<file path="config.mk">
export PLATFORM = sky130hd
export DESIGN_NAME = burst_write_top
export DESIGN_NICKNAME = d
export VERILOG_FILES = /design/src/burst_write_pkg.sv /design/src/showahead_fifo.sv /design/src/burst_write_master.sv /design/src/transfer_control.sv /design/src/burst_write_top.sv
export SDC_FILE = /design/constraint.sdc
export NUM_CORES = 1
export LEC_CHECK = 0
export BUFFER_PORTS_ARGS = -buffer_cell sky130_fd_sc_hd__buf_2
export CORE_ASPECT_RATIO = 0.5
export CORE_MARGIN = 2
export CORE_UTILIZATION = 35
export DETAILED_ROUTE_END_ITERATION = 12
export SYNTH_ARGS = -nofsm -noshare
export SYNTH_HDL_FRONTEND = slang
export SYNTH_SLANG_ARGS = --single-unit
export TNS_END_PERCENT = 100
</file>
<file path="constraint.sdc">
create_clock -name clk -period 4.6 [get_ports clk]
set_input_delay 0.23 -clock clk [delete_from_list [all_inputs] [get_ports clk]]
set_output_delay 0.23 -clock clk [all_outputs]
set_load 0.005 [all_outputs]
</file>
<file path="src/burst_write_pkg.sv">
// shared bus geometry and types; burstcount is sized for bursts of up to max_burst_limit words
`default_nettype none

package burst_write_pkg;

	// bus geometry, every beat is one full 32-bit word
	localparam int addr_width = 32;
	localparam int data_width = 32;
	localparam int bytes_per_word = 4; // also the byteenable width

	// the largest burst any master built on this package may post
	localparam int max_burst_limit = 8;
	localparam int burst_count_width = $clog2(max_burst_limit) + 1; // 4 bits, holds 8

	// one transfer request as the command side hands it in
	typedef struct packed {
		logic [addr_width-1:0] base; // word aligned byte address
		logic [addr_width-1:0] length; // bytes, a multiple of bytes_per_word
		logic fixed_location; // every beat goes to base
	} write_cmd_t;

	// write side of the burst bus, address and burstcount hold for a whole burst
	typedef struct packed {
		logic [addr_width-1:0] address;
		logic write;
		logic [bytes_per_word-1:0] byteenable;
		logic [data_width-1:0] writedata;
		logic [burst_count_width-1:0] burstcount;
	} bus_write_t;

	// command sequencing states of transfer_control
	// idle waits for a command, launch pulses go, run waits for the master to drain the length
	// and finish pulses done for one cycle
	typedef enum logic [1:0] {
		idle = 2'd0,
		launch = 2'd1,
		run = 2'd2,
		finish = 2'd3
	} xfer_state_t;

endpackage

`default_nettype wire

</file>
<file path="src/showahead_fifo.sv">
// depth must be a power of two; no overflow or underflow protection, the user keeps push and pop legal
`timescale 1ns/100ps
`default_nettype none

module showahead_fifo
	import burst_write_pkg::*;
#(
	parameter int depth = 32,
	localparam int depth_log2 = $clog2(depth)
)
(
	input wire clk,
	input wire reset,
	input wire push, // writes push_data at the tail
	input wire [data_width-1:0] push_data,
	input wire pop, // drops the head word
	output logic [data_width-1:0] head_data, // head word, valid whenever used is non-zero
	output logic [depth_log2:0] used, // one extra bit so a full buffer reads as depth
	output logic almost_full
);

	// storage has no reset, only the pointers and the count define what is valid
	logic [data_width-1:0] mem [depth];

	logic [depth_log2-1:0] wr_ptr; // next slot to be written
	logic [depth_log2-1:0] rd_ptr; // slot currently shown at the head

	// write port, pointers wrap naturally since depth is a power of two
	always_ff @(posedge clk)
	begin
		if (push)
		begin
			mem[wr_ptr] <= push_data;
		end
	end

	always_ff @(posedge clk or posedge reset)
	begin
		if (reset)
		begin
			wr_ptr <= '0;
			rd_ptr <= '0;
		end
		else
		begin
			if (push)
			begin
				wr_ptr <= wr_ptr + 1'b1;
			end
			if (pop)
			begin
				rd_ptr <= rd_ptr + 1'b1;
			end
		end
	end

	// the count moves one edge after the push or pop that changed it
	// a push and pop in the same cycle leave it where it was
	always_ff @(posedge clk or posedge reset)
	begin
		if (reset)
		begin
			used <= '0;
		end
		else
		begin
			case ({push, pop})
				2'b10: used <= used + 1'b1;
				2'b01: used <= used - 1'b1;
				default: used <= used;
			endcase
		end
	end

	// show-ahead read, the head is out of the array with no register in between
	assign head_data = mem[rd_ptr];

	// two words of slack so a feeder that looks at this flag one cycle late still fits
	assign almost_full = (used >= (depth_log2 + 1)'(depth - 2));

endmodule

`default_nettype wire

</file>
<file path="src/burst_write_master.sv">
// max_burst is a power of two up to 8 and fifo_depth a power of two of at least 2*max_burst; fixed_location suits burstcount 1 targets
`timescale 1ns/100ps
`default_nettype none

module burst_write_master
	import burst_write_pkg::*;
#(
	parameter int max_burst = 4, // words in a full burst
	parameter int fifo_depth = 32 // words in the user buffer
)
(
	input wire clk,
	input wire reset,
	input wire go, // one-cycle pulse, loads start_cmd
	input wire write_cmd_t start_cmd, // held stable by the command block for the whole transfer
	input wire user_write,
	input wire [data_width-1:0] user_data,
	input wire waitrequest,
	output logic length_zero, // nothing left to write
	output logic user_full,
	output bus_write_t bus
);

	localparam int fifo_depth_log2 = $clog2(fifo_depth);
	localparam int burst_bytes = max_burst * bytes_per_word; // span of one burst boundary window
	localparam logic [burst_count_width-1:0] max_count = burst_count_width'(max_burst);

	logic [addr_width-1:0] address; // burst start address, held for the whole burst
	logic [addr_width-1:0] length; // bytes still to be written
	logic [addr_width-1:0] length_words;
	logic [burst_count_width-1:0] burstcount; // count of the burst being posted
	logic [burst_count_width-1:0] beat_counter; // beats still owed in the current burst
	logic first_transfer; // no burst posted yet since go

	logic [fifo_depth_log2:0] fifo_used;
	logic [data_width-1:0] head_data;

	logic [burst_count_width-1:0] boundary_offset; // word offset of address inside its window
	logic [burst_count_width-1:0] first_short_count;
	logic [burst_count_width-1:0] final_short_count;
	logic [burst_count_width-1:0] next_count; // length of the burst that starts on burst_begin
	logic first_short_enable;
	logic first_short_ready;
	logic final_short_enable;
	logic final_short_ready;
	logic full_ready;
	logic burst_begin;
	logic beat_accept; // write high and waitrequest low
	logic write;

	assign length_words = length / bytes_per_word;
	assign boundary_offset = burst_count_width'((address / bytes_per_word) & (max_burst - 1));

	// realignment only applies to the very first burst of a transfer
	assign first_short_enable = (boundary_offset != '0) && first_transfer;

	// an odd offset needs a single word to reach an even one, otherwise fill the window,
	// unless the whole transfer ends inside it
	always_comb
	begin
		if (boundary_offset[0])
		begin
			first_short_count = burst_count_width'(1);
		end
		else if ((max_count - boundary_offset) < length_words)
		begin
			first_short_count = max_count - boundary_offset;
		end
		else
		begin
			first_short_count = final_short_count;
		end
	end

	// the tail of the transfer, less than one full burst left
	assign final_short_enable = (length < burst_bytes);
	assign final_short_count = burst_count_width'(length_words); // only meaningful while enabled

	// fifo_used lags a pop by one edge, so an exact match only counts once the
	// previous burst has fully drained
	assign first_short_ready = (fifo_used > first_short_count) ||
		((fifo_used == first_short_count) && (beat_counter == '0));
	assign final_short_ready = (fifo_used > final_short_count) ||
		((fifo_used == final_short_count) && (beat_counter == '0));
	assign full_ready = (fifo_used > max_count) ||
		((fifo_used == max_count) && (beat_counter == '0));

	// a new burst starts when idle, or on the last accepted beat of a burst as long as
	// what follows is another full burst
	assign burst_begin = ((first_short_enable && first_short_ready) ||
		(final_short_enable && final_short_ready) || full_ready) &&
		!length_zero &&
		((beat_counter == '0) ||
		((beat_counter == burst_count_width'(1)) && !waitrequest && (length > burst_bytes)));

	// realignment wins over the tail, which covers a short unaligned transfer too
	assign next_count = first_short_enable ? first_short_count :
		final_short_enable ? final_short_count : max_count;

	assign length_zero = (length == '0);
	assign write = !length_zero && (beat_counter != '0);
	assign beat_accept = write && !waitrequest;

	always_ff @(posedge clk or posedge reset)
	begin
		if (reset)
		begin
			first_transfer <= 1'b0;
		end
		else if (go)
		begin
			first_transfer <= 1'b1;
		end
		else if (burst_begin)
		begin
			first_transfer <= 1'b0;
		end
	end

	// the first burst goes to base itself, later ones step past the previous burst
	always_ff @(posedge clk or posedge reset)
	begin
		if (reset)
		begin
			address <= '0;
		end
		else if (go)
		begin
			address <= start_cmd.base;
		end
		else if (!first_transfer && burst_begin && !start_cmd.fixed_location)
		begin
			address <= address + addr_width'(burstcount * bytes_per_word);
		end
	end

	always_ff @(posedge clk or posedge reset)
	begin
		if (reset)
		begin
			length <= '0;
		end
		else if (go)
		begin
			length <= start_cmd.length;
		end
		else if (beat_accept)
		begin
			length <= length - addr_width'(bytes_per_word); // one full word per beat
		end
	end

	always_ff @(posedge clk or posedge reset)
	begin
		if (reset)
		begin
			burstcount <= '0;
		end
		else if (burst_begin)
		begin
			burstcount <= next_count;
		end
	end

	// counts the beats of a burst down, a zero here stalls the bus until the buffer
	// holds enough words for the next burst
	always_ff @(posedge clk or posedge reset)
	begin
		if (reset)
		begin
			beat_counter <= '0;
		end
		else if (go)
		begin
			beat_counter <= '0;
		end
		else if (burst_begin)
		begin
			beat_counter <= next_count; // also covers the back-to-back reload on the last beat
		end
		else if (beat_accept)
		begin
			beat_counter <= beat_counter - 1'b1;
		end
	end

	// user words wait here until a burst has room for them
	showahead_fifo #(
		.depth(fifo_depth)
	) i_fifo (
		.clk(clk),
		.reset(reset),
		.push(user_write),
		.push_data(user_data),
		.pop(beat_accept), // the head word goes out with each accepted beat
		.head_data(head_data),
		.used(fifo_used),
		.almost_full(user_full)
	);

	always_comb
	begin
		bus.address = address;
		bus.write = write;
		bus.byteenable = '1; // word accesses only
		bus.writedata = head_data;
		bus.burstcount = burstcount;
	end

endmodule

`default_nettype wire

</file>
<file path="src/transfer_control.sv">
// one command at a time; a cmd_valid while busy is dropped, not queued
`timescale 1ns/100ps
`default_nettype none

module transfer_control
	import burst_write_pkg::*;
(
	input wire clk,
	input wire reset,
	input wire cmd_valid, // one-cycle command strobe
	input wire write_cmd_t cmd,
	input wire length_zero, // from the master, remaining length is zero
	output logic go,
	output write_cmd_t start_cmd, // held for the master until the next accepted command
	output logic busy,
	output logic done
);

	xfer_state_t state;
	xfer_state_t next_state;
	logic accept;

	// commands are taken when idle, and also in the done cycle since busy is already low there
	assign accept = cmd_valid && ((state == idle) || (state == finish));

	always_comb
	begin
		next_state = state;
		case (state)
			idle: if (accept) next_state = launch;
			launch: next_state = run; // go goes out this cycle, the master loads on the edge
			run: if (length_zero) next_state = finish; // length is valid again here
			finish: next_state = accept ? launch : idle;
			default: next_state = idle;
		endcase
	end

	always_ff @(posedge clk or posedge reset)
	begin
		if (reset)
		begin
			state <= idle;
		end
		else
		begin
			state <= next_state;
		end
	end

	// command payload, only meaningful once a command has been accepted
	always_ff @(posedge clk)
	begin
		if (accept)
		begin
			start_cmd <= cmd;
		end
	end

	assign go = (state == launch);
	assign busy = (state == launch) || (state == run);
	assign done = (state == finish); // busy is already low in this cycle

endmodule

`default_nettype wire

</file>
<file path="src/burst_write_top.sv">
// user must not push while user_full is high; fifo_depth is a power of two of at least 2*max_burst
`timescale 1ns/100ps
`default_nettype none

module burst_write_top
	import burst_write_pkg::*;
#(
	parameter int max_burst = 4, // words per full burst, a power of two up to 8
	parameter int fifo_depth = 32 // user buffer words
)
(
	input wire clk,
	input wire reset,

	// command side
	input wire cmd_valid,
	input wire write_cmd_t cmd,
	output logic busy,
	output logic done,

	// user stream side
	input wire user_write,
	input wire [data_width-1:0] user_data,
	output logic user_full, // almost full, raised at fifo_depth minus 2 words

	// burst bus side
	output bus_write_t bus,
	input wire waitrequest
);

	logic go;
	logic length_zero;
	write_cmd_t start_cmd;

	// command front end, keeps a transfer from being restarted halfway
	transfer_control i_control (
		.clk(clk),
		.reset(reset),
		.cmd_valid(cmd_valid),
		.cmd(cmd),
		.length_zero(length_zero),
		.go(go),
		.start_cmd(start_cmd),
		.busy(busy),
		.done(done)
	);

	// burst engine with its own user buffer
	burst_write_master #(
		.max_burst(max_burst),
		.fifo_depth(fifo_depth)
	) i_master (
		.clk(clk),
		.reset(reset),
		.go(go),
		.start_cmd(start_cmd),
		.user_write(user_write),
		.user_data(user_data),
		.waitrequest(waitrequest),
		.length_zero(length_zero),
		.user_full(user_full),
		.bus(bus)
	);

endmodule

`default_nettype wire

</file>
==> impl_summary.txt <==
----------------------------------------------------
[Run status]
  Outcome ... finished clean

[Setup path]
  FF-to-FF setup slack ... 0.39 ns
  Arrival time worst endpoint ... 4.83 ns
  CP max FO ... 48
  Classification of the worst setup path ... reg -> reg
  Launch point of the worst path ... i_master.address[3]
  FF-to-FF path depth ... 16
  Launching element type of the critical path ... flip-flop
  Reg-to-reg critical path endpoint ... i_master.address[22]
  CP Data Required Time ... 5.22 ns
  Worst Setup EP ... i_master.address[22]
  R2R Path Start ... i_master.address[3]
  Critical Path End Type ... flip-flop

[Logic synthesis]
  Netlist area before placement ... approximately 0.047 mm²
  Flip-flop and latch count after synthesis ... 1180
  Flip-flop cell with the highest count after synthesis ... edfxtp_1
  Synth cell types ... 70
  Post-synth ARST share ... 7.71%
  Cell count after synthesis ... 2218
  Portion of synthesized cell area occupied by the leading cell type ... 70.0%
  Yosys Warn Count ... 0
  Cells taking the most area after synthesis ... edfxtp_1, mux4_2, dfrtp_1
  Sequential element share of the synthesized area ... 74.9%
  Number of synthesized flops with an enable pin ... 1089
  Syn_area_per_cell ... 21.1 µm²
  Library cell with the largest summed area after synthesis ... edfxtp_1

[Detailed routing]
  Routed length per instance ... ~26 µm
  Via total after detailed routing ... 23.7k
  Wirelength, routed ... 114000 µm
  Number of remaining DRC errors ... 0
  Initial drt markers ... approximately 2.8k
  Via/cell ratio ... between 5 and 6
  Total iterations of the first detailed-routing run ... 5
  DRT antenna net count ... 0

[Power and ir drop]
  Worst IR Drop VDD ... 0.363 mV
  Total Power ... 33.3 mW
  Leakage power summed over all cells ... between 15 and 20 nW
  Power per unit of standard cell area ... between 600 and 700 mW/mm²

[STA]
  Achievable frequency ... around 240 MHz
  Setup violation total in the final timing report ... 0
  Clock skew ... 0.0799 ns
  Final worst-path cycle share ... 91.4%
  Worst-case setup margin in the final layout ... 0.394 ns
  Headroom to the max-slew limit ... 18.5%
  Slew at the pin with the worst max-slew slack ... 1.22 ns
  TNS Setup ... 0 ns
  RSZ-0062 raised after global routing ... false
  Post-route minimum period ... 4.21 ns
  Final Hold Vio Count ... 0
  Slew Viols, Final ... 0

[Final layout]
  Area growth, synth to finish ... 18.0%
  FILL cells ... 11.5k
  Sequential standard cell area ... 0.0350 mm²
  Final nets ... 2716
  Ratio of cells with drive above 1 in the final layout ... 32.0%
  Area of combinational cells with multiple inputs ... 0.0114 mm²

[Place]
  Worst slack after detailed placement ... 0.421 ns
  Final HPWL from detailed placement ... 66300 µm
  Port Buffers ... between 150 and 200
  Routability congestion estimate ... 0.771

[Clock tree]
  PostCTS Resize Cnt ... 0
  Maximum clock insertion buffer count ... 3
  CTS tree ... yes
  Clock latency on the worst-skew pair ... 0.75 ns
  Root buffer cell ... clkbuf_16
  Number of hold buffers added after cts ... 101
  Post-CTS Setup Bufs ... 0
  Inserted Clock Buffers ... 106
  Count of H-tree levels built during CTS ... 3
  Clock net sink count ... 1180
  Clock slew seen by the registers of the worst setup and hold paths ... 0.07 ns

[Floorplanning]
  Standard cell core area ... 0.132 mm²
  Die Span Y ... 262 µm
  Initial core utilization ... 35.4%
  Width of the chip ... between 500 and 600 µm
  Number of primary I/O pins ... roughly 180
  Number of standard-cell rows in the floorplan ... 94
  Die ar. ... 0.137 mm²

[Global routing]
  GRT overflow ... 0
  Via count of the first global-routing pass ... roughly 24k
  All-layer global routing usage ... between 10% and 20%
  Pin count of the biggest net entering global routing ... 64
  Number of antenna violations at the first check in global routing ... 5
  Global-route wire length before repair ... 166000 µm

[Min path]
  Worst min path class ... in -> async

[Flow run]
  Total of max-cap violations ... 0

----------------------------------------------------
-- cells in the final DEF, fill, tap and decap left out, types with 19 or more instances in the layout --
master / instances
edfxtp_1: 1089
mux4_2: 320
buf_2: 173
clkbuf_16: 106
dlygate4sd3_1: 101
dfrtp_1: 86
buf_4: 81
nor2_1: 64
nand2_1: 53
mux2_2: 49
o21ai_0: 48
ha_1: 33
nor2_4: 32
a31oi_1: 29
clkinv_1: 25
inv_1: 24
xnor2_1: 24
nand3_1: 20
nand4_1: 20
or3_1: 19
-- where the power goes --
part,leakage [nW],internal [mW],switching [mW],total (mW)
Clock,1.77,5.28,4.08,9.36
Combinational,5.05,4.85,5.22,10.1
Sequential,10.9,12.9,0.923,13.8
Total,17.7,23.1,10.2,33.3
-- critical path, cell delays in order (launching register included) --
cell	delay (ns)
dfrtp_1	0.40
inv_1	0.16
ha_1	0.28
ha_1	0.28
a211oi_1	0.07
or3_1	0.39
or2_2	0.33
mux2_2	0.23
nand2_1	0.05
ha_1	0.30
o211ai_1	0.10
o21a_1	0.19
o211ai_1	0.33
a41oi_4	0.07
buf_12	0.22
or4_1	0.51
a31oi_1	0.18
-- Yosys cell counts (all sizes together), types with 3 or more instances --
cell type	number
or3	20
nor3b	3
o211ai	3
nor3	18
edfxtp	1089
nor2b	5
and3	8
nand2	53
a221o	3
nand2b	5
nor2	97
a31oi	29
xnor2	24
nand3	20
nor4	14
mux2i	3
or3b	4
a211oi	4
nand4	20
nor4b	6
mux2	49
mux4	320
a21oi	7
ha	34
o31ai	16
dfrtp	91
clkbuf	80
or4	19
a21o	5
o21ai	49
xor2	16
buf	38
or2	5
inv	26
-- routing by layer --
metal / global-route usage (%) / part of all wire (%) / vias up / wire (µm)
met4: 3.54 / 1.8 / 2 / 2000
met2: 25.9 / 48 / 809 / 54000
li1: - / - / 9963 / -
met1: 23.9 / 44 / 12728 / 50000
met3: 3.35 / 6.7 / 149 / 7560
met5: 0 / 0.011 / - / 13
-- area by class of cell --
type / instances / area share [%]
clock inverters: 72 / 1.69
clock buffers: 126 / 5.00
diodes: 2 / 0.00908
flip-flops and latches: 1180 / 63.5
multi-input cells: 898 / 20.7
well taps: 1776 / 4.03
inverters: 26 / 0.182
repair buffers: 366 / 4.91
-- cells by family (layout without fill, tap and decap cells) --
group                    after synthesis  after routing  synth area share (%)
buffers and inverters                144            590                  1.30
multiplexers                         372            372                  16.7
other                                  1              7               0.00803
flip-flops                          1180           1180                  74.9
AND/OR/NAND/NOR                      307            307                  3.47
XOR/XNOR                              40             40                 0.750
adder cells (fa/ha/maj)               37             37                  1.02
AO/OA/AOI/OAI                        137            137                  1.91
-- worst min-delay path by stage --
stage | slack (ns) | endpoint | depth (start not counted) | startpoint
floorplan | 0.33 | i_control.start_cmd[0] | 0 | cmd[0]
global placement | 0.32 | i_control.state[0] | 2 | reset
detailed placement | 0.32 | i_control.state[0] | 2 | reset
CTS | 0.13 | i_control.state[0] | 3 | reset
global route | 0.16 | i_control.state[0] | 3 | reset
finish | 0.15 | i_control.state[0] | 3 | reset
-- flip-flops by register name, indices dropped and copies added (netlist names) --
signal,flops
i_master.i_fifo.mem,1024
i_control.start_cmd,65
i_master.address,32
i_master.length,32
i_master.i_fifo.used,6
i_master.i_fifo.rd_ptr,5
i_master.i_fifo.wr_ptr,5
i_master.beat_counter,4
i_master.burstcount,4
i_control.state,2
i_master.first_transfer,1
-- through the flow --
stage,std cells,cell area (µm²),util [%],hold WS (ns)
6_report,4446,55100,41.8,0.152
5_1_grt,4445,55100,41.8,0.161
4_1_cts,4444,55100,41.8,0.132
3_5_place_dp,4145,50400,38.2,0.320
3_3_place_gp,4145,50400,38.2,0.316
2_1_floorplan,2222,46700,-,0.329
Power figures use the tool's default switching activity.
